`src/rv_perf_counter.sv`:
```
// wrapping performance counters for active cycles and retired instructions
`timescale 1ns/1ns

module rv_perf_counter (
    input  logic        clk,
    input  logic        rst_n,
    input  logic        running,
    input  logic        retire,
    output logic [31:0] cycle_cnt,
    output logic [31:0] instret_cnt
);

    always_ff @(posedge clk or negedge rst_n) begin
        if (!rst_n) begin
            cycle_cnt <= '0;
        end else if (running) begin
            cycle_cnt <= cycle_cnt + 32'd1;
        end
    end

    // one count per writeback
    always_ff @(posedge clk or negedge rst_n) begin
        if (!rst_n) begin
            instret_cnt <= '0;
        end else if (retire) begin
            instret_cnt <= instret_cnt + 32'd1;
        end
    end

endmodule

```
`config.mk`:
```
export PLATFORM = sky130hd
export DESIGN_NAME = rv_perf_counter
export DESIGN_NICKNAME = d
export VERILOG_FILES = /design/src/rv_perf_counter.sv
export SDC_FILE = /design/constraint.sdc
export NUM_CORES = 1
export LEC_CHECK = 0
export ABC_CLOCK_PERIOD_IN_PS = 4800
export BUFFER_PORTS_ARGS = -buffer_cell sky130_fd_sc_hd__buf_2
export CAP_MARGIN = 25
export CORE_ASPECT_RATIO = 0.6
export CORE_MARGIN = 8
export CORE_UTILIZATION = 60
export CTS_BUF_LIST = sky130_fd_sc_hd__clkbuf_4 sky130_fd_sc_hd__clkbuf_8
export DETAILED_ROUTE_END_ITERATION = 7
export GPL_ROUTABILITY_DRIVEN = 0
export GPL_TIMING_DRIVEN = 0
export PLACE_DENSITY = 0.88
export SLEW_MARGIN = 20
export SYNTH_ARGS = -nofsm -noshare
export SYNTH_HDL_FRONTEND = slang
export SYNTH_SLANG_ARGS = --single-unit
```
`constraint.sdc`:
```
create_clock -name clk -period 4.8 [get_ports clk]
set_clock_uncertainty 0.1 [all_clocks]
set_input_delay 0.48 -clock clk [delete_from_list [all_inputs] [get_ports clk]]
set_output_delay 0.48 -clock clk [all_outputs]
set_load 0.02 [all_outputs]
```
# Word-level counts from Yosys, hierarchy flattened
# Index checks and enable logic that the tools add are counted.
# op_classes
addsub,2
multipliers,0
n_div,0
magnitude_cmp,0
eq_ne,0
n_shift,0
muxes,0
bitwise_logic,0
n_reduce_logical,0
# ops
cell,count
adder 32 x 1 -> 32 bit (second input constant),2
# word_totals
reg_bits,64
latch_bits,0
mem_bits_rw,0
rom_bits,0
input_bits,4
out_inout_bits,64
elab_cells,4
mem_count,0

# Depth between registers and ports, before layout
# depth
ltp_word,1
ltp_mapped,6
mapped_depth_nobuf,5

# Least setup slack after synthesis
# OpenSTA, ideal clock, no wires.
# synth_path
path_kind,flip-flop to flip-flop
start,reg instret_cnt[0]
end,reg instret_cnt[20]
setup_ns,0.130
arrival_time_ns,1.565
slack_ns,3.005
path_stages_with_launch,7
path_buffers,1
synth_period_minus_slack_ns,1.795
cell_sequence,dfrtp_1 ha_1 nand4_1 nor4_2 buf_2 nand4_1 xnor2_1
# synth_via
elab_chain_len,1
# synth_rtl
element,line_no,text
from (decl),10,output logic [31:0] instret_cnt
from (signal assigned),26,instret_cnt <= instret_cnt + 32'd1;
adder 32 x 1 -> 32 bit,26,
# No other way between the ends.
# A chain may end at the register's enable or synchronous reset.

# Worst setup path in the final report
# layout_path
start,reg instret_cnt[0]
end,reg instret_cnt[28]
# Same word-level chain as after synthesis.

==> results.py <==
metrics = {
    "setup_path": {
        "crit_family": "simple AND/OR/NAND/NOR gates",
        "required_ns": 4.91,
        "path_max_fanout": 10,
        "crit_top_cell": "nand4_1",
        "arrival_ns": 2.10,
        "critical_path_class": "reg2reg",
        "slowest_stage": "dfrtp_1",
        "start_kind": "flip-flop",
        "cp-end-kind": "flip-flop",
        "critPathBufInv": 1,
        "slowest_delay_ns": 0.42,
        "crit_chain": "ha_1 > nand4_1 > nor4_2 > buf_2 > nand4_1 > xnor2_1",
    },
    "synth": {
        "synthTopCellsByCount": "dfrtp_1 (64), xnor2_1 (42), nand4_1 (22)",
        "yosys.cell_count.top_type": "dfrtp_1",
        "yosysUniqueCellTypes": 29,
        "syn_inst": 253,
        "yosysSeqAreaShare_pct": 54.19,
        "ys_seq_elements": 64,
        "synthArstFlopShare_pct": 100.0,
        "synthMuxAreaShare_pct": 0.7621,
        "synth_xor_area_share_pct": 18.37,
        "synth_ff_type": "dfrtp_1",
        "synth_top_family_by_area": "simple AND/OR/NAND/NOR gates",
        "synthesis.nets": 259,
        "synth_top_cells_by_area": "dfrtp_1 (54%), xnor2_1 (12%), xor2_1 (5.9%), nand4_1 (4.7%), nand3_1 (3.0%)",
        "synth_adder_area_share_pct": 0.8467,
        "yosys.area_share.simple_pct": 24.30,
        "netlist.area_leader.share_pct": 54.19,
        "yosysWarnings": 0,
        "synth_top_area_cell": "dfrtp_1",
        "synth-edff-count": 0,
        "synth_area_per_cell_um2": 11.68,
        "synth_compound_area_share_pct": 0,
        "synthesis.area_um2": 2955,
    },
    "timing": {
        "whs_ns": 0.1262,
        "final-max-slew-violation-count": 0,
        "period_needed_ns": 1.981,
        "final-setup-viol-count": 0,
        "max_freq_mhz": 504.7,
        "rsz0062_at_grt": "no",
        "worst_pin_slew_ns": 0.7756,
        "slew_headroom_pct": 48.30,
        "fin_tns_setup_ns": 0,
        "min_period_over_period_pct": 41.28,
        "hold_violations": 0,
    },
    "die": {
        "core-area_um2": 4659,
        "die_x_um": 106.6,
        "dieArea_um2": 7501,
        "row_count": 19,
        "start_util_pct": 63.43,
        "chipHeight_um": 70.36,
        "io_pins": 68,
    },
    "clock_network": {
        "cts.clk_slew.worst_paths_ns": 0.06,
        "numCtsBuffers": 9,
        "cts_tree": "done",
        "cts_resized": 0,
        "cts.sinks": 64,
        "htreeDepth": 3,
        "root_buffer": "clkbuf_8",
        "postCtsSetupRepairBufs": 0,
        "clk_latency_ns": 0.33,
        "cts_max_path_buffers": 2,
        "postCtsHoldBufs": 0,
    },
    "layout": {
        "final.fill_count": 307,
        "layout-drive-gt1-share_pct": 30.06,
        "num_antenna_cells": 0,
        "synthToLayoutAreaGrowth_pct": 22.23,
        "multiInputGateArea_um2": 1309,
        "register_area_um2": 1602,
        "layout.nets": 337,
    },
    "power_and_ir_drop": {
        "vdd_drop_max_mv": 0.3903,
        "p_leak_nw": 1.836,
        "cellPowerDensity_nw_per_um2": 405.5,
    },
    "place": {
        "dp_hpwl_um": 4654,
        "portBuffers": 67,
    },
    "drt": {
        "wl_per_cell_um": 16.33,
        "first_pass_iters": 4,
        "drt-total-wl_um": 6517,
        "drtIter0Drc": 141,
        "antenna_left": 0,
        "vias": 2222,
        "vias_per_cell": 5.569,
        "drc": 0,
    },
    "grt": {
        "grt_max_degree": 65,
        "grt_pass1_wl_um": 11050,
        "antenna_found_initial": 0,
        "overflow": 0,
        "first_global_vias": 2272,
        "grt_use_total_pct": 18.41,
    },
    "flow_run": {
        "max_cap_violations": 0,
    },
    "status": {
        "status": "finished, final reports clean",
    },
    "min_path": {
        "min_path_type": "in2async",
    },
}
-- registers in the layout, indices dropped and copies added (netlist names) --
signal	cells
cycle_cnt	32
instret_cnt	32
-- through the flow --
step,instances,setup WS (ns),total power [mW],util [%],cell area (µm²)
final,399,2.819,1.465,77.52,3612
after global routing,399,2.658,1.535,77.52,3612
after CTS,399,2.801,1.482,77.52,3612
after detailed placement,383,2.722,0.9369,72.37,3372
after global placement,383,2.796,0.9188,72.31,3369
after floorplan,253,3.005,0.8274,-,2955
-- metal layers --
layer | share of wire [%] | GRT usage, %
met1 | 47 | 24.24
met2 | 45 | 26.90
met3 | 7.2 | 8.059
met4 | 0.29 | 4.651
met5 | 0 | 0
-- report_power, final --
group	switching [mW]	leakage [nW]	internal (mW)	total, mW
Combinational	0.156	0.852	0.0953	0.252
Sequential	0.0778	0.860	0.596	0.674
Clock	0.192	0.124	0.347	0.539
Total	0.426	1.84	1.04	1.46
-- final timing paths --
| kind | from | endpoint | slack [ns] | cells past startpoint |
|---|---|---|---|---|
| worst min-delay path | rst_n | instret_cnt[3] | 0.13 | 1 |
| min in group clk | retire | instret_cnt[0] | 0.30 | 2 |
| max in group asynchronous | rst_n | instret_cnt[22] | 3.97 | 1 |
| worst max register to register | instret_cnt[0] | instret_cnt[28] | 2.82 | 6 |
| worst min register to register | cycle_cnt[31] | cycle_cnt[31] | 0.36 | 1 |
| worst max-delay path | instret_cnt[0] | instret_cnt[28] | 2.82 | 6 |
-- cell usage in the layout (no fill, tap or decap), drive strengths merged, types with 3 or more instances in the layout --
master and instances:
buf 71, and2 6, nor3 8, and4 4, nand4 25, nor4 8, and3 12, nand2 20
xnor2 42, dfrtp 64, inv 3, nor2 7, xor2 20, nand3 18, clkbuf 16
-- worst register-to-register path: stages, from the launching register on --
cell and delay (ns):
dfrtp_1 0.42, ha_1 0.19, nand4_1 0.16, nor4_2 0.36, buf_2 0.31, nand4_1 0.16
xnor2_1 0.16
-- area by class of cell --
type	count	area share [%]
Clock buffer	14	4.988
Inverter	3	0.3117
Buffer	6	0.9352
Tap cell	63	2.182
Multi-Input combinational cell	180	36.23
Sequential cell	64	44.34
Clock inverter	2	1.663
Timing Repair Buffer	67	9.352
-- cells by family after synthesis --
family,after synthesis
DFF,64
xor gates and xnor gates,62
adders and majority gates,2
buffers and inverters,9
muxes,2
and+or+nand+nor,114
(Power assumes the default switching activity.)
