[config.mk]
export PLATFORM = sky130hd
export DESIGN_NAME = rv_alu
export DESIGN_NICKNAME = d
export VERILOG_FILES = /design/src/rv_core_pkg.sv /design/src/rv_alu.sv
export SDC_FILE = /design/constraint.sdc
export NUM_CORES = 1
export LEC_CHECK = 0
export BUFFER_PORTS_ARGS = -buffer_cell sky130_fd_sc_hd__buf_2
export CAP_MARGIN = 20
export CORE_MARGIN = 5
export CORE_UTILIZATION = 30
export DETAILED_ROUTE_END_ITERATION = 8
export GPL_TIMING_DRIVEN = 0
export PLACE_DENSITY = 0.48
export SLEW_MARGIN = 20
export SYNTH_ARGS = -nofsm -noshare
export SYNTH_HDL_FRONTEND = slang
export SYNTH_SLANG_ARGS = --single-unit
[constraint.sdc]
create_clock -name vclk -period 13
set_input_delay 1.3 -clock vclk [all_inputs]
set_output_delay 1.3 -clock vclk [all_outputs]
set_load 0.005 [all_outputs]
[src/rv_core_pkg.sv]
// rv core package with widths, rv32i encodings, alu ops, control struct and instruction views
package rv_core_pkg;

    localparam int xlen        = 32;
    localparam int reg_addr_w  = 5;
    localparam int imem_depth  = 64;   // instruction words
    localparam int imem_addr_w = 6;

    // opcodes kept in this core
    localparam logic [6:0] op_r      = 7'b0110011;
    localparam logic [6:0] op_imm    = 7'b0010011;
    localparam logic [6:0] op_lui    = 7'b0110111;
    localparam logic [6:0] op_branch = 7'b1100011;
    localparam logic [6:0] op_jal    = 7'b1101111;
    localparam logic [6:0] op_system = 7'b1110011;

    // funct3 / funct7 values
    localparam logic [2:0] f3_add  = 3'b000;   // add, sub, addi
    localparam logic [2:0] f3_slt  = 3'b010;
    localparam logic [2:0] f3_xor  = 3'b100;
    localparam logic [2:0] f3_or   = 3'b110;
    localparam logic [2:0] f3_and  = 3'b111;
    localparam logic [2:0] f3_beq  = 3'b000;
    localparam logic [2:0] f3_bne  = 3'b001;
    localparam logic [6:0] f7_base = 7'b0000000;
    localparam logic [6:0] f7_alt  = 7'b0100000;  // sub
    localparam logic [11:0] imm_ebreak = 12'h001;

    typedef enum logic [2:0] {
        alu_add,
        alu_sub,
        alu_and,
        alu_or,
        alu_xor,
        alu_slt,
        alu_pass_b   // lui
    } alu_op_e;

    typedef struct packed {
        alu_op_e               alu_op;
        logic                  use_imm;    // operand b from immediate
        logic                  reg_wen;
        logic [reg_addr_w-1:0] rd;
        logic [reg_addr_w-1:0] rs1;
        logic [reg_addr_w-1:0] rs2;
        logic                  branch;
        logic                  branch_ne;  // bne rather than beq
        logic                  jump;
        logic                  halt;
    } ctrl_s;

    // four views of one instruction word
    typedef union packed {
        struct packed {
            logic [6:0] funct7;
            logic [4:0] rs2;
            logic [4:0] rs1;
            logic [2:0] funct3;
            logic [4:0] rd;
            logic [6:0] opcode;
        } r_fmt;
        struct packed {
            logic [11:0] imm12;
            logic [4:0]  rs1;
            logic [2:0]  funct3;
            logic [4:0]  rd;
            logic [6:0]  opcode;
        } i_fmt;
        struct packed {
            logic       imm12;
            logic [5:0] imm10_5;
            logic [4:0] rs2;
            logic [4:0] rs1;
            logic [2:0] funct3;
            logic [3:0] imm4_1;
            logic       imm11;
            logic [6:0] opcode;
        } b_fmt;
        struct packed {
            logic       imm20;
            logic [9:0] imm10_1;
            logic       imm11;
            logic [7:0] imm19_12;
            logic [4:0] rd;
            logic [6:0] opcode;
        } j_fmt;
    } rv_inst_u;

endpackage

[src/rv_alu.sv]
// alu with operand b select, arithmetic and logic ops and the branch equality compare
`timescale 1ns/1ns

module rv_alu import rv_core_pkg::*; (
    input  ctrl_s           ctrl,
    input  logic [xlen-1:0] rs1_data,
    input  logic [xlen-1:0] rs2_data,
    input  logic [xlen-1:0] imm,
    output logic [xlen-1:0] alu_res,
    output logic            eq
);

    logic [xlen-1:0] src_a;
    logic [xlen-1:0] src_b;

    assign src_a = rs1_data;
    assign src_b = ctrl.use_imm ? imm : rs2_data;

    // branches compare the registers, never the immediate
    assign eq = (rs1_data == rs2_data);

    always_comb begin
        case (ctrl.alu_op)
            alu_add:    alu_res = src_a + src_b;
            alu_sub:    alu_res = src_a - src_b;
            alu_and:    alu_res = src_a & src_b;
            alu_or:     alu_res = src_a | src_b;
            alu_xor:    alu_res = src_a ^ src_b;
            alu_slt:    alu_res = {31'b0, $signed(src_a) < $signed(src_b)};
            alu_pass_b: alu_res = src_b;   // lui
            default:    alu_res = '0;
        endcase
    end

endmodule

Word-level counts from Yosys, hierarchy flattened
Index checks and enable logic that the tools add are counted.
W data, S select, Z words.
{ "op_classes": {"bitwise": 3, "n_shift": 0, "n_div": 0, "reduce_logical": 1, "multipliers": 0, "order_cmp": 1, "n_mux": 2, "n_addsub": 2, "n_eq_ne": 7} }
{ "ops": {"columns": ["operator", "n"], "rows": [
  ["$pmux W32 S7", 1],
  ["$add A32 B32 Y32", 1],
  ["$and A32 B32 Y32", 1],
  ["$eq A32 B32 Y1", 1],
  ["$lt A32 B32 Y1", 1],
  ["$mux W32", 1],
  ["$or A32 B32 Y32", 1],
  ["$sub A32 B32 Y32", 1],
  ["$xor A32 B32 Y32", 1],
  ["$eq A3 B3 Y1 const B", 3],
  ["$eq A3 B2 Y1 const B", 2],
  ["$eq A3 B1 Y1 const B", 1],
  ["$logic_not A3 Y1", 1]
]} }
{ "totals": {"out_inout_bits": 33, "memories": 0, "latch_bits": 0, "romBits": 0, "reg_bits": 0, "ram_bits": 0, "elab_cells": 16} }

Logic depth before layout (Yosys ltp)
{ "logic_depth": {"word_depth": 3, "ltp_mapped": 16} }

Worst setup path after synthesis
OpenSTA, ideal clock, no wires.
{ "synth_timing": {"path_kind": "input-to-output", "from": "input ctrl[20] in the netlist's numbering", "to": "output alu_res[25]", "slack_ns": 6.559, "arrival_time_ns": 5.141, "n_path_buf": 4, "path_stages": 15, "cell_sequence": "clkbuf_1 > buf_1 > clkbuf_1 > mux2i_1 > ha_1 > clkbuf_2 > a2111oi_0 > nor3_1 > a221oi_4 > a311oi_2 > o211ai_2 > a21oi_1 > a31oi_1 > mux2_2 > o22ai_1"} }
{ "synth_between": {"elab_chain_len": 3, "elab_cells_between_ends": 7, "classes_between": "add/sub (2); mux (2); bitwise (3)"} }
{ "synth_lines": {"columns": ["element", "line_no", "source"], "rows": [
  ["from (decl)", "rv_alu.sv:5", "input ctrl_s ctrl,"],
  ["$mux W32 (*)", "rv_alu.sv:17", "assign src_b = ctrl.use_imm ? imm : rs2_data;"],
  ["$sub A32 B32 Y32, or another cell as far along", "rv_alu.sv:25", "alu_sub: alu_res = src_a - src_b;"],
  ["$pmux W32 S7 (*)", "rv_alu.sv:23", "case (ctrl.alu_op)"],
  ["to (decl)", "rv_alu.sv:9", "output logic [xlen-1:0] alu_res,"]
]} }
Mark *: on every way between the ends. The rest lies on a longest branch, timed or not.

Worst setup path in the final report
{ "layout_timing": {"from": "input ctrl[20] in the netlist's numbering", "to": "output alu_res[23]"} }
The elaborated chain is that of the path after synthesis.

==> metrics.txt <==
worst hold slack across all endpoints=roughly 3.1 ns; portion of the clock cycle consumed by the worst path in the final layout=0.623; count of distinct cell types in the synthesized netlist=80; required time worst endpoint=11.70 ns; total power draw=0.382 mW; x dimension of the die=roughly 150 um; Max Clock Freq=0.123 GHz; worst hold stages=4; leakage power of the design=3.45 nW; Max FO, Critical Path=10; footprint of the flip-flops and latches=0 sq um; die boundary height=about 150 um; total detailed-routing wirelength=27,500 um; antenna-violating nets left=0; Yosys Warn Count=0; sequential-to-total area share from yosys stat=0; Total Nets Final=1,287; Gate Count Post-Synth=between 900 and 1k; count leader, synth=sky130_fd_sc_hd__ha_1; Post-DP HPWL=22,500 um; area taken by multi-input logic gates=around 5600 sq um; grt met2 use=0.358; max-cap violation count=0; final setup violation count=0; Global Route Usage Sum=0.219; Avg Inst Size Synth=6.78 sq um; number of antenna violations at the first check in global routing=0; result of the run=finished clean; Ant. Diodes=0; total of cells resized after clock tree synthesis=0; sum of overflow across all layers after global routing=0; Layout clock buffers=0; PD cells=~53 nW/um^2; largest vdd supply drop=0.0195 mV; final count of pins violating max slew=0; maximum number of pins on one net before global-route repair=11; number of nets produced by synthesis=1,153; synthesized area=6250 sq um; number of port buffers=132; initial drt markers=593; cell with the largest stage delay on the worst path=sky130_fd_sc_hd__buf_1; Seq Cell Count=0; final count of hold timing violations=0; detailed-route wire length per cell=20.8 um; Pre-antenna DRT Iters=5; crit-path max cell delay=0.80 ns; crit path cell chain=clkbuf_1, buf_1, clkbuf_1, mux2i_1, ha_1, clkbuf_2, a2111oi_0, nor3_1, a221oi_4, a32oi_1, a21oi_1, nor2_1, xnor2_1, a221oi_1, a21oi_1, buf_2; Ports=153; worst-case headroom to the max-slew limit=0.319; RSZ-0062 raised after global routing=no; number of design rule violations left after detail routing=0; worst setup slack after layout=4.90 ns; top cell types by occurrence after synthesis=sky130_fd_sc_hd__ha_1, sky130_fd_sc_hd__inv_1, sky130_fd_sc_hd__a21oi_1; worst setup slack after placement=5.00 ns; global routing usage on met3=0.0168; largest area contributor in the netlist=sky130_fd_sc_hd__ha_1; Worst setup EP type=primary output; hold crit path type=in2out; transition time at the pin with the least slew margin=about 1.0 ns; Initial Util=0.307; clock period minus worst slack=slightly above 8 ns; fraction of post-synthesis cell area in the top cell type by area=0.218; total die area=23,800 sq um; kind of start point of the critical path=input port; fraction of layout cells with a size suffix above 1=0.161; global-route wire length before repair=about 42,000 um; number of core rows=52; number of global-route vias before repair=7,166; GR met1 Demand/Resource=0.313; number of buffers inserted to repair setup after CTS=0; vias per cell=roughly 5.6; GP Congestion=~0.95; most area-consuming cells after synthesis=sky130_fd_sc_hd__ha_1, sky130_fd_sc_hd__a21oi_1, sky130_fd_sc_hd__mux2i_1; relative area change from synthesis to final layout=16.0%; post-cts hold buffer count=0; type of the setup path with the least slack=in2out; most heavily used metal layer in global routing=met2; Fill cells=2,292; Worst EP arrival=6.80 ns; Setup Total Neg Slack=0 ns; number of vias in the routed layout=7,402; core region area=just over 20,000 sq um
[path summary, 6_finish.rpt]
kind                          end          from  slack (ns)
worst max-delay path  alu_res[23]      ctrl[20]        4.90
worst min-delay path   alu_res[0]  rs1_data[31]        3.14
[placed cells by master (no fill, tap or decap), types with 13 or more instances in the layout]
cell type and instances:
sky130_fd_sc_hd__a21o_1 14, sky130_fd_sc_hd__a21oi_1 96, sky130_fd_sc_hd__a22oi_1 14, sky130_fd_sc_hd__buf_2 141, sky130_fd_sc_hd__clkbuf_1 38, sky130_fd_sc_hd__ha_1 109, sky130_fd_sc_hd__inv_1 97, sky130_fd_sc_hd__mux2i_1 37
sky130_fd_sc_hd__nand2_1 61, sky130_fd_sc_hd__nand3_1 13, sky130_fd_sc_hd__nor2_1 67, sky130_fd_sc_hd__nor3_1 27, sky130_fd_sc_hd__o211ai_1 15, sky130_fd_sc_hd__o21ai_0 55, sky130_fd_sc_hd__o221ai_1 13, sky130_fd_sc_hd__xnor2_1 26
sky130_fd_sc_hd__xor2_1 36
[per-stage QoR]
step,utilization,cell area (sq um),instances
after floorplan,-,6250,922
after global placement,0.356,7250,1324
after detailed placement,0.356,7250,1324
after CTS,0.356,7250,1324
after global routing,0.356,7250,1324
final,0.356,7250,1324
[cell families (layout without fill, tap and decap cells)]
| kind of cell | count (synthesis) | in the layout | synth area share |
|---|---|---|---|
| adder cells (fa/ha/maj) | 111 | 111 | 0.224 |
| AO/OA/AOI/OAI | 328 | 328 | 0.361 |
| buffers and inverters | 159 | 291 | 0.0990 |
| XOR/XNOR | 62 | 62 | 0.0868 |
| multiplexers | 39 | 39 | 0.0628 |
| AND/OR/NAND/NOR | 223 | 223 | 0.166 |
[routing by layer]
| layer | up-vias | routed length [um] |
|---|---|---|
| met5 | - | 0 |
| met4 | 0 | 759 |
| met3 | 34 | 1730 |
| met2 | 317 | 12200 |
| met1 | 3468 | 12700 |
| li1 | 3583 | - |
[area by class of cell]
class / instances / share of cell area
Tap cell: 270 / 0.0466
Timing Repair Buffer: 132 / 0.0911
Multi-Input combinational cell: 763 / 0.777
Buffer: 59 / 0.0338
Inverter: 100 / 0.0518
[worst max-delay path: cells and delay by family]
kind	cells	cell delay [ns]
compound gates	6	2.19
buf+inv	5	2.11
mux	1	0.43
fa+ha+maj	1	0.31
simple gates	2	0.29
xor+xnor	1	0.16
[where the power goes]
part / switching (mW) / internal (mW)
registers: 0 / 0
clock network: 0 / 0
logic: 0.239 / 0.144
(Power assumes the default switching activity.)
