## src/rv_core_pkg.sv

```systemverilog
// rv core package with widths, rv32i encodings, alu ops, control struct and instruction views
package rv_core_pkg;

    localparam int xlen        = 32;
    localparam int reg_addr_w  = 5;
    localparam int imem_depth  = 64;   // instruction words
    localparam int imem_addr_w = 6;

    // opcodes kept in this core
    localparam logic [6:0] op_r      = 7'b0110011;
    localparam logic [6:0] op_imm    = 7'b0010011;
    localparam logic [6:0] op_lui    = 7'b0110111;
    localparam logic [6:0] op_branch = 7'b1100011;
    localparam logic [6:0] op_jal    = 7'b1101111;
    localparam logic [6:0] op_system = 7'b1110011;

    // funct3 / funct7 values
    localparam logic [2:0] f3_add  = 3'b000;   // add, sub, addi
    localparam logic [2:0] f3_slt  = 3'b010;
    localparam logic [2:0] f3_xor  = 3'b100;
    localparam logic [2:0] f3_or   = 3'b110;
    localparam logic [2:0] f3_and  = 3'b111;
    localparam logic [2:0] f3_beq  = 3'b000;
    localparam logic [2:0] f3_bne  = 3'b001;
    localparam logic [6:0] f7_base = 7'b0000000;
    localparam logic [6:0] f7_alt  = 7'b0100000;  // sub
    localparam logic [11:0] imm_ebreak = 12'h001;

    typedef enum logic [2:0] {
        alu_add,
        alu_sub,
        alu_and,
        alu_or,
        alu_xor,
        alu_slt,
        alu_pass_b   // lui
    } alu_op_e;

    typedef struct packed {
        alu_op_e               alu_op;
        logic                  use_imm;    // operand b from immediate
        logic                  reg_wen;
        logic [reg_addr_w-1:0] rd;
        logic [reg_addr_w-1:0] rs1;
        logic [reg_addr_w-1:0] rs2;
        logic                  branch;
        logic                  branch_ne;  // bne rather than beq
        logic                  jump;
        logic                  halt;
    } ctrl_s;

    // four views of one instruction word
    typedef union packed {
        struct packed {
            logic [6:0] funct7;
            logic [4:0] rs2;
            logic [4:0] rs1;
            logic [2:0] funct3;
            logic [4:0] rd;
            logic [6:0] opcode;
        } r_fmt;
        struct packed {
            logic [11:0] imm12;
            logic [4:0]  rs1;
            logic [2:0]  funct3;
            logic [4:0]  rd;
            logic [6:0]  opcode;
        } i_fmt;
        struct packed {
            logic       imm12;
            logic [5:0] imm10_5;
            logic [4:0] rs2;
            logic [4:0] rs1;
            logic [2:0] funct3;
            logic [3:0] imm4_1;
            logic       imm11;
            logic [6:0] opcode;
        } b_fmt;
        struct packed {
            logic       imm20;
            logic [9:0] imm10_1;
            logic       imm11;
            logic [7:0] imm19_12;
            logic [4:0] rd;
            logic [6:0] opcode;
        } j_fmt;
    } rv_inst_u;

endpackage

```

## src/rv_decoder.sv

```systemverilog
// instruction decoder from opcode and funct fields to control struct and sign-extended immediate
`timescale 1ns/1ns

module rv_decoder import rv_core_pkg::*; (
    input  rv_inst_u        inst,
    output ctrl_s           ctrl,
    output logic [xlen-1:0] imm,
    output logic            unknown
);

    logic [xlen-1:0] imm_i;
    logic [xlen-1:0] imm_b;
    logic [xlen-1:0] imm_j;
    logic [xlen-1:0] imm_u;

    assign imm_i = {{20{inst.i_fmt.imm12[11]}}, inst.i_fmt.imm12};
    assign imm_b = {{20{inst.b_fmt.imm12}}, inst.b_fmt.imm11, inst.b_fmt.imm10_5,
                    inst.b_fmt.imm4_1, 1'b0};
    assign imm_j = {{12{inst.j_fmt.imm20}}, inst.j_fmt.imm19_12, inst.j_fmt.imm11,
                    inst.j_fmt.imm10_1, 1'b0};
    // u immediate sits in the same bits 31:12 as the jal fields
    assign imm_u = {inst.j_fmt.imm20, inst.j_fmt.imm10_1, inst.j_fmt.imm11,
                    inst.j_fmt.imm19_12, 12'b0};

    always_comb begin
        ctrl        = '0;
        ctrl.alu_op = alu_add;
        ctrl.rd     = inst.r_fmt.rd;    // register fields share positions
        ctrl.rs1    = inst.r_fmt.rs1;
        ctrl.rs2    = inst.r_fmt.rs2;
        imm         = '0;
        unknown     = 1'b0;

        case (inst.r_fmt.opcode)
            op_r: begin
                ctrl.reg_wen = 1'b1;
                case ({inst.r_fmt.funct7, inst.r_fmt.funct3})
                    {f7_base, f3_add}: ctrl.alu_op = alu_add;
                    {f7_alt,  f3_add}: ctrl.alu_op = alu_sub;
                    {f7_base, f3_and}: ctrl.alu_op = alu_and;
                    {f7_base, f3_or}:  ctrl.alu_op = alu_or;
                    {f7_base, f3_xor}: ctrl.alu_op = alu_xor;
                    {f7_base, f3_slt}: ctrl.alu_op = alu_slt;
                    default:           unknown = 1'b1;
                endcase
            end
            op_imm: begin
                ctrl.reg_wen = 1'b1;
                ctrl.use_imm = 1'b1;
                imm          = imm_i;
                case (inst.i_fmt.funct3)
                    f3_add:  ctrl.alu_op = alu_add;
                    f3_and:  ctrl.alu_op = alu_and;
                    f3_or:   ctrl.alu_op = alu_or;
                    f3_xor:  ctrl.alu_op = alu_xor;
                    default: unknown = 1'b1;   // slti and shifts not kept
                endcase
            end
            op_lui: begin
                ctrl.reg_wen = 1'b1;
                ctrl.use_imm = 1'b1;
                ctrl.alu_op  = alu_pass_b;
                imm          = imm_u;
            end
            op_branch: begin
                ctrl.branch = 1'b1;
                ctrl.alu_op = alu_sub;
                imm         = imm_b;
                case (inst.b_fmt.funct3)
                    f3_beq:  ctrl.branch_ne = 1'b0;
                    f3_bne:  ctrl.branch_ne = 1'b1;
                    default: unknown = 1'b1;
                endcase
            end
            op_jal: begin
                ctrl.jump    = 1'b1;
                ctrl.reg_wen = 1'b1;   // link written from the fsm
                imm          = imm_j;
            end
            op_system: begin
                if (inst.i_fmt.imm12 == imm_ebreak && inst.i_fmt.rs1 == '0 &&
                    inst.i_fmt.funct3 == 3'b000 && inst.i_fmt.rd == '0)
                    ctrl.halt = 1'b1;
                else
                    unknown = 1'b1;
            end
            default: unknown = 1'b1;
        endcase

        // anything unrecognised stops the core with no side effects
        if (unknown) begin
            ctrl.halt    = 1'b1;
            ctrl.reg_wen = 1'b0;
            ctrl.branch  = 1'b0;
            ctrl.jump    = 1'b0;
        end
    end

endmodule

```

## config.mk

```make
export PLATFORM = sky130hd
export DESIGN_NAME = rv_decoder
export DESIGN_NICKNAME = d
export VERILOG_FILES = /design/src/rv_core_pkg.sv /design/src/rv_decoder.sv
export SDC_FILE = /design/constraint.sdc
export NUM_CORES = 1
export LEC_CHECK = 0
export BUFFER_PORTS_ARGS = -buffer_cell sky130_fd_sc_hd__buf_2
export CAP_MARGIN = 20
export CORE_MARGIN = 2
export CORE_UTILIZATION = 34
export DETAILED_ROUTE_END_ITERATION = 10
export GPL_ROUTABILITY_DRIVEN = 0
export GPL_TIMING_DRIVEN = 0
export PLACE_DENSITY_LB_ADDON = 0.1
export SLEW_MARGIN = 10
export SYNTH_ARGS = -nofsm -noshare
export SYNTH_HDL_FRONTEND = slang
export SYNTH_SLANG_ARGS = --single-unit
```

## constraint.sdc

```tcl
create_clock -name vclk -period 1.8
set_input_delay 0.27 -clock vclk [all_inputs]
set_output_delay 0.27 -clock vclk [all_outputs]
set_load 0.05 [all_outputs]
```

# == After elaboration in Yosys (flattened, before gate mapping) ==
# Cells that the tools add are included.
# word_totals
word_cells,48
ramBits,0
regBits,0
mem_bits_ro,0
n_memories,0
latchBits,0
# op_classes
div,0
bitwise,0
n_eq_ne,16
n_mux,19
mul,0
n_lt_le_gt_ge,0
addsub,0
n_reduce_logical,13
shifts,0
# op_table
op,n
$pmux 32 s4,1
$eq 10x3->1 const B,3
$eq 7x7->1 const B,3
$pmux 3 s5,1
$eq 7x6->1 const B,2
$eq 12x1->1 const B,1
$mux 1,12
$pmux 3 s4,1
$eq 10x2->1 const B,1
$eq 10x9->1 const B,1
$logic_not 10->1,1
$logic_not 5->1,2
$eq 3x3->1 const B,3
$pmux 3 s3,1
$reduce_or 4->1,2
$eq 7x5->1 const B,1
$reduce_or 2->1,3
$reduce_or 6->1,1
$pmux 1 s5,1
$mux 2,2
$eq 3x1->1 const B,1
$logic_and 1x1->1,3
$logic_not 3->1,1

# == Logic depth before layout (Yosys ltp) ==
# Gate-level depths: netlist (run 1).
# logic_depth
depth_word,7
mapped_depth,6
ltp_nobuf,4

# == Worst setup path after synthesis (run 1) ==
# OpenSTA, ideal clock, no wires.
# synth_timing
path_kind,in2out
from,in inst[1] in the netlist's numbering
to,out imm[11]
path_buffers,0
arrival_time_ps,1840
stages,4
path_slack_ps,-310
t_required_ps,1530
path_cell_list,and2_1 -> nand3_1 -> nor2_1 -> a221o_1
# synth_via
elab_chain_cells,2
elab_cells_between_ends,5
cone_classes,eq/ne: 4; mux: 1
# synth_lines
element,line_no,text
from (decl),rv_decoder.sv:5,"input rv_inst_u inst,"
"$eq 7x7->1, or another cell as far along",rv_decoder.sv:34,case (inst.r_fmt.opcode)
$pmux 32 s4 *,rv_decoder.sv:34,
to (decl),rv_decoder.sv:7,"output logic [xlen-1:0] imm,"
# Every way passes the cells marked *; elsewhere a longest branch is shown, timed or not.

==> impl_metrics.json, run 1 <==
{
  "outcome": "complete, but fails checks",
  "violations": "setup timing",
  "rsz0062_at_grt": "yes",
  "drtIter0Drc": 41,
  "cp_cell_sequence": "buf_8 -> or3b_4 -> or3_4 -> nor3_2 -> a221o_2 -> buf_8",
  "routed_wirelength_um": 4090,
  "n_clock_buffer": 0,
  "relSlewSlack_pct": 74.9,
  "critPathLaunchType": "input pin",
  "placed_cell_area_mm2": 0.00140,
  "layout-drive-gt1-share_pct": 72.9,
  "dp.cells": 247,
  "port-buffer-count": 86,
  "seqCellArea_um2": 0,
  "power.leakage_nw": 1.02,
  "crit_top_cell": "buf_8",
  "total_power_w": 0.000356,
  "avgSynthCellArea_um2": 6.61,
  "area_delta_synth_final_pct": 122,
  "final_cell_mix": "45 x buf_2, 29 x buf_4, 24 x buf_6, 11 x buf_8, 10 x a21o_2",
  "syn_inst": 131,
  "num_vias": 1440,
  "antenna_found_initial": 0,
  "maxSlewViolCount": 0,
  "synth.top_cells.by_area": "a21o_1 16%, buf_4 13%, and2_1 5.8%",
  "drc_errors": 0,
  "grt_max_degree": 11,
  "crit_cells": 6,
  "boundaryPins": 89,
  "max_freq_ghz": 0.499,
  "seq_cells": 0,
  "setup.worst_path.end_class": "output port",
  "maxCapViolations": 0,
  "crit_family": "simple AND/OR/NAND/NOR gates",
  "start_util_pct": 35.3,
  "final_common_cell": "buf_2",
  "grt_pass1_vias": 1170,
  "grt_usage_pct": 23.3,
  "powerDensity_mw_per_mm2": 185,
  "setup_slack_ns": -0.204,
  "yosysWarnings": 0,
  "finalHoldViolations": 0,
  "num_antenna_cells": 0,
  "syn_area_um2": 866,
  "min_period_over_period_pct": 111,
  "ant_nets": 0,
  "tightest_slew_ns": 0.373,
  "ys_seq_area_share_pct": 0,
  "fin_area_mm2": 0.00192,
  "required_ns": 1.53,
  "utilization_pct": 78.3,
  "setup_violations": 33,
  "dieArea_mm2": 0.00297,
  "die_h_um": 54.5,
  "fillers": 177,
  "fin_nets": 259,
  "crit_arrival_ns": 1.73,
  "drtPass1Iterations": 4,
  "irDropWorstVdd_v": 0.000230,
  "syn_nets": 163,
  "dp_hpwl_um": 2670,
  "dieWidth_um": 54.5,
  "path_max_fanout": 3,
  "ys_types": 39,
  "synth_top_area_cell": "a21o_1",
  "holdPathStages": 3,
  "crit_buf_inv": 2,
  "instances_no_fill": 255,
  "grt_pass1_wl_um": 5260,
  "wl_per_cell_um": 16.1,
  "min_period_ns": 2.00,
  "cts_hold_buf": 0,
  "path_class": "input pin to output port",
  "critPathSlowestCell": "or3b_4",
  "gr-total-overflow": 0,
  "max_stage_delay_ns": 0.40,
  "core_area_mm2": 0.00245,
  "synth_top_area_share_pct": 16.5,
  "fp-row-count": 18,
  "via_per_inst": 5.65,
  "hold_path_class": "input pin to output port"
}
[Yosys cell counts (all sizes together)]
| cell type | number |
|---|---|
| o21ai | 4 |
| a31o | 1 |
| nand3b | 2 |
| buf | 18 |
| nand2 | 6 |
| a21o | 19 |
| inv | 3 |
| nor3b | 4 |
| and3b | 1 |
| and3 | 4 |
| a41o | 1 |
| or2 | 1 |
| nor4bb | 1 |
| a211o | 2 |
| a21boi | 1 |
| or3b | 2 |
| or3 | 2 |
| o211ai | 1 |
| nor2 | 12 |
| a21oi | 8 |
| and2 | 8 |
| clkbuf | 4 |
| a22o | 4 |
| nor4b | 1 |
| o31ai | 1 |
| nor3 | 1 |
| nand3 | 7 |
| a2111oi | 1 |
| nor2b | 1 |
| o2111a | 1 |
| mux2 | 2 |
| a221o | 2 |
| nand2b | 1 |
| nor4 | 4 |
[worst paths after layout]
path / startpoint / end / slack, ns
setup / recovery: inst[2] / ctrl[23] / -0.20
hold / removal: inst[25] / imm[25] / 0.90
[power breakdown]
part | total [W] | switching, W | internal (W)
Combinational | 0.000356 | 0.000219 | 0.000138
Sequential | 0 | 0 | 0
Clock | 0 | 0 | 0
Total | 0.000356 | 0.000219 | 0.000138
[layout make-up]
class,count,area [um^2],area share (%)
buffer,22,183,9.50
inverter,3,11.3,0.586
multi-input combinational,106,916,47.6
tap,30,37.5,1.95
timing repair buffer,94,776,40.3
[what timing repair did]
| action | in CTS | in global routing |
|---|---|---|
| resized for setup | 98 | 39 |
| setup endpoints to repair | 40 | 39 |
| cloned | 0 | 1 |
| pin swaps | 8 | 6 |
| buffers inserted | 3 | 4 |
[kinds of logic (layout without fill, tap and decap cells)]
logic type	Yosys count	after routing	share of synthesized area (%)
and+or+nand+nor	58	58	38.9
AOI/OAI and AO/OA	46	46	40.2
buffers and inverters	25	119	18.4
muxes	2	2	2.60
[routing by layer]
metal	wire, um	track usage (%)
met5	0	0
met4	34	1.67
met3	326	1.64
met2	2180	43.4
met1	1560	30.3
[per-stage QoR]
step	setup WS [ns]	setup TNS [ns]	hold WS (ns)
floorplan	-0.260	-1.30	0.707
global placement	-0.390	-11.81	0.953
detailed placement	-0.420	-13.50	0.949
CTS	-0.234	-1.77	0.902
global route	-0.249	-4.85	0.914
finish	-0.204	-3.01	0.904
(Power assumes the default switching activity.)
==> run 2, diff against run 1 <==
--- a/config.mk
+++ b/config.mk
@@ -8,11 +8,12 @@
 export BUFFER_PORTS_ARGS = -buffer_cell sky130_fd_sc_hd__buf_2
 export CAP_MARGIN = 20
 export CORE_MARGIN = 2
-export CORE_UTILIZATION = 34
+export CORE_UTILIZATION = 38
 export DETAILED_ROUTE_END_ITERATION = 10
 export GPL_ROUTABILITY_DRIVEN = 0
 export GPL_TIMING_DRIVEN = 0
 export PLACE_DENSITY_LB_ADDON = 0.1
+export SKIP_LAST_GASP = 1
 export SLEW_MARGIN = 10
 export SYNTH_ARGS = -nofsm -noshare
 export SYNTH_HDL_FRONTEND = slang
==> constraint.sdc (replaced) <==
create_clock -name vclk -period 2.3
set_input_delay 0.345 -clock vclk [all_inputs]
set_output_delay 0.345 -clock vclk [all_outputs]
set_load 0.05 [all_outputs]
==> impl_metrics.json, run 2 (synthesized netlist as in run 1, its figures left out) <==
{
  "area_delta_synth_final_pct": 57.4,
  "drc_errors": 0,
  "dp_hpwl_um": 2570,
  "clockPowerShare_pct": 0,
  "min_period_ns": 2.30,
  "rsz0062_at_grt": "yes",
  "internal_power_w": 0.0000738,
  "tightest_slew_ns": 0.367,
  "max_freq_ghz": 0.435,
  "cts_hold_buf": 0,
  "min_period_over_period_pct": 100,
  "setup.worst_path.end_class": "output port",
  "crit_start": "inst[5]",
  "boundaryPins": 89,
  "gr-total-overflow": 0,
  "maxSlewViolCount": 0,
  "total_power_w": 0.000222,
  "powerDensity_mw_per_mm2": 163,
  "ant_nets": 0,
  "setup_violations": 0,
  "drtIter0Drc": 20,
  "path_class": "input pin to output port",
  "final_cell_mix": "84 x buf_2, 19 x a21o_1, 17 x buf_4, 10 x nor2_1, 8 x and2_1",
  "seqPwrFrac_pct": 0,
  "grt_usage_pct": 21.5,
  "critPathLaunchType": "input pin",
  "combinationalPowerShare_pct": 100.0,
  "num_antenna_cells": 0,
  "seqCellArea_um2": 0,
  "hold_path_class": "input pin to output port",
  "cp-endpoint": "ctrl[23]",
  "port-buffer-count": 86,
  "required_ns": 1.96,
  "fin_nets": 249,
  "instances_no_fill": 243,
  "fillers": 216,
  "postCtsSetupRepairBufs": 0,
  "grt_pass1_wl_um": 4660,
  "n_clock_buffer": 0,
  "fp-row-count": 17,
  "via_per_inst": 5.37,
  "switching_share_pct": 66.7,
  "start_util_pct": 39.5,
  "crit_arrival_ns": 1.95,
  "power.leakage_nw": 0.899,
  "final_common_cell": "buf_2",
  "dieWidth_um": 51.7,
  "routed_wirelength_um": 3170,
  "wl_per_cell_um": 13.0,
  "die_h_um": 51.7,
  "relSlewSlack_pct": 75.5,
  "core_area_mm2": 0.00219,
  "grt_max_degree": 11,
  "maxCapViolations": 0,
  "antenna_found_initial": 0,
  "seq_cells": 0,
  "drtPass1Iterations": 4,
  "dp.cells": 245,
  "outcome": "complete, no violations",
  "grt_pass1_vias": 1057,
  "num_vias": 1304,
  "finalHoldViolations": 0,
  "path_max_fanout": 8,
  "dieArea_mm2": 0.00268,
  "irDropWorstVdd_v": 0.000140,
  "layout-drive-gt1-share_pct": 54.4,
  "switchingPower_w": 0.000148,
  "multiInputGateArea_um2": 737
}
-- run 2: cell types whose count changed in the layout (fill, tap and decap cells not counted), sizes merged --
cell,before,now
clkbuf,6,3
buf,110,103
-- run 2: worst max-delay path, stage by stage --
cell and delay [ns]:
buf_2 0.16, or3b_4 0.41, or3_4 0.36, nor3_1 0.27
a221o_1 0.21, buf_4 0.20
-- run 2: power by group through the flow --
| stage | clock network [W] | logic (W) | registers (W) |
|---|---|---|---|
| finish | 0 | 0.000222 | 0 |
| detailed placement | 0 | 0.000217 | 0 |
| CTS | 0 | 0.000218 | 0 |
| floorplan | 0 | 0.000147 | 0 |
| global route | 0 | 0.000236 | 0 |
| global placement | 0 | 0.000214 | 0 |
-- run 2: how the worst min path moves through the flow --
stage / start / to / slack, ns / cells after the start
floorplan: inst[16] / ctrl[10] / 0.86 / 1
global placement: inst[20] / imm[0] / 1.10 / 4
CTS: inst[20] / imm[0] / 1.10 / 4
detailed placement: inst[20] / imm[0] / 1.10 / 4
finish: inst[20] / imm[0] / 1.10 / 4
global route: inst[15] / ctrl[9] / 1.13 / 3
-- run 2: final cells by class --
cell class	count	area share [%]
inverter	3	0.826
tap	28	2.57
multi-input combinational	106	54.1
buffer	20	10.4
timing repair buffer	86	32.1
-- run 2: stage by stage --
step | instance area, um^2 | util, % | setup WS, ns | TNS [ns] | hold WS [ns]
after floorplan | 866 | - | 0.0405 | 0 | 0.857
after global placement | 1330 | 60.8 | -0.0498 | -0.436 | 1.10
after detailed placement | 1330 | 60.8 | -0.0668 | -0.804 | 1.10
after CTS | 1340 | 61.1 | -0.0363 | -0.331 | 1.10
after global routing | 1360 | 62.2 | -0.0196 | -0.0527 | 1.13
final | 1360 | 62.2 | 0.00104 | 0 | 1.10
-- run 2: what timing repair did --
item                       in CTS  in global routing
cloned                          0                  0
resized for setup               3                  9
setup endpoints to repair      17                 35
-- run 2: per-layer routing --
layer  routed length (um)  GRT usage, %  up-vias
li1                     -             -      645
met1                 1350          29.5      593
met2                 1540          37.6       62
met3                  258          1.72        4
met4                   19          2.19        0
met5                    0             0        -
==> run 3, diff against run 2 <==
--- a/config.mk
+++ b/config.mk
@@ -12,7 +12,7 @@
 export DETAILED_ROUTE_END_ITERATION = 10
 export GPL_ROUTABILITY_DRIVEN = 0
 export GPL_TIMING_DRIVEN = 0
-export PLACE_DENSITY_LB_ADDON = 0.1
+export PLACE_DENSITY = 0.89
 export SKIP_LAST_GASP = 1
 export SLEW_MARGIN = 10
 export SYNTH_ARGS = -nofsm -noshare
==> impl_metrics.json, run 3 (synthesized netlist as in run 1, its figures left out) <==
{
  "cp_cell_sequence": "buf_2 -> or3b_4 -> or3_4 -> o31ai_2 -> a31o_1 -> buf_4",
  "maxSlewViolCount": 0,
  "ctsResizeCount": 4,
  "crit_start": "inst[5]",
  "rsz0062_at_grt": "yes",
  "required_ns": 1.96,
  "path_max_fanout": 8,
  "final_cell_mix": "85 x buf_2, 19 x a21o_1, 17 x buf_4, 9 x nor2_1, 8 x and2_1",
  "final_common_cell": "buf_2",
  "hold_path_class": "input pin to output port",
  "fp-row-count": 17,
  "routed_wirelength_um": 3010,
  "setup.worst_path.end_class": "output port",
  "critPathLaunchType": "input pin",
  "fillers": 221,
  "place_ws_ns": -0.0291,
  "grt_max_degree": 11,
  "postCtsSetupRepairBufs": 0,
  "drtPass1Iterations": 4,
  "grt_usage_pct": 20.6,
  "seqCellArea_um2": 0,
  "tightest_slew_ns": 0.425,
  "n_clock_buffer": 0,
  "via_per_inst": 5.30,
  "outcome": "complete, no violations",
  "utilization_pct": 62.0,
  "dieArea_mm2": 0.00268,
  "critPathSlowestCell": "or3b_4",
  "ant_nets": 0,
  "drtIter0Drc": 33,
  "min_period_over_period_pct": 98.8,
  "seq_cells": 0,
  "grt_pass1_wl_um": 4440,
  "irDropWorstVdd_v": 0.000126,
  "num_antenna_cells": 0,
  "min_period_ns": 2.27,
  "multiInputGateArea_um2": 728,
  "area_delta_synth_final_pct": 56.9,
  "maxCapViolations": 0,
  "layout-drive-gt1-share_pct": 55.1,
  "crit_buf_inv": 2,
  "relSlewSlack_pct": 71.4,
  "setup_violations": 0,
  "dp_hpwl_um": 2470,
  "finalHoldViolations": 0,
  "core_area_mm2": 0.00219,
  "gr-total-overflow": 0,
  "port-buffer-count": 86,
  "fin_nets": 250,
  "boundaryPins": 89,
  "grt_pass1_vias": 1026,
  "dieWidth_um": 51.7,
  "hp-start": "inst[20]",
  "start_util_pct": 39.5,
  "path_class": "input pin to output port",
  "antenna_found_initial": 0,
  "wl_per_cell_um": 12.3,
  "cts_hold_buf": 0,
  "num_vias": 1293,
  "crit_family": "simple AND/OR/NAND/NOR gates",
  "hold_slack_ns": 1.09,
  "die_h_um": 51.7,
  "setup_slack_ns": 0.0287,
  "drc_errors": 0,
  "max_stage_delay_ns": 0.41,
  "crit_arrival_ns": 1.93,
  "powerDensity_mw_per_mm2": 162,
  "power.leakage_nw": 0.904,
  "max_freq_ghz": 0.440
}
[run 3: final cells by class]
type | instances | share of cell area [%]
Tap cell | 28 | 2.58
Multi-Input combinational cell | 106 | 53.6
Buffer | 21 | 11.0
Inverter | 3 | 0.829
Timing Repair Buffer | 86 | 32.0
[run 3: metal layers]
metal	vias up	routed length (um)	track usage (%)
met3	2	231	0.862
met1	581	1290	28.0
met2	64	1480	36.5
met5	-	0	0
met4	0	11	3.07
li1	646	-	-
[run 3: worst paths after layout]
kind / end / slack [ns] / cells after the start
setup / recovery: ctrl[22] / 0.03 / 6
hold / removal: imm[0] / 1.09 / 4
[run 3: report_power, final]
group,switching [W],internal [W]
Clock,0,0
Sequential,0,0
Combinational,0.000147,0.0000741
[run 3: per-stage QoR]
stage | cells | total power [W] | setup TNS (ns) | area (um^2)
floorplan | 131 | 0.000147 | 0 | 866
global placement | 245 | 0.000215 | -0.00735 | 1330
detailed placement | 245 | 0.000216 | -0.111 | 1330
CTS | 245 | 0.000218 | -0.00322 | 1340
global route | 244 | 0.000235 | -0.310 | 1360
finish | 244 | 0.000221 | 0 | 1360
[run 3: tightest hold or removal path, stage by stage]
cell	delay, ns
buf_2	0.12
inv_1	0.05
nor2_1	0.03
buf_2	0.20
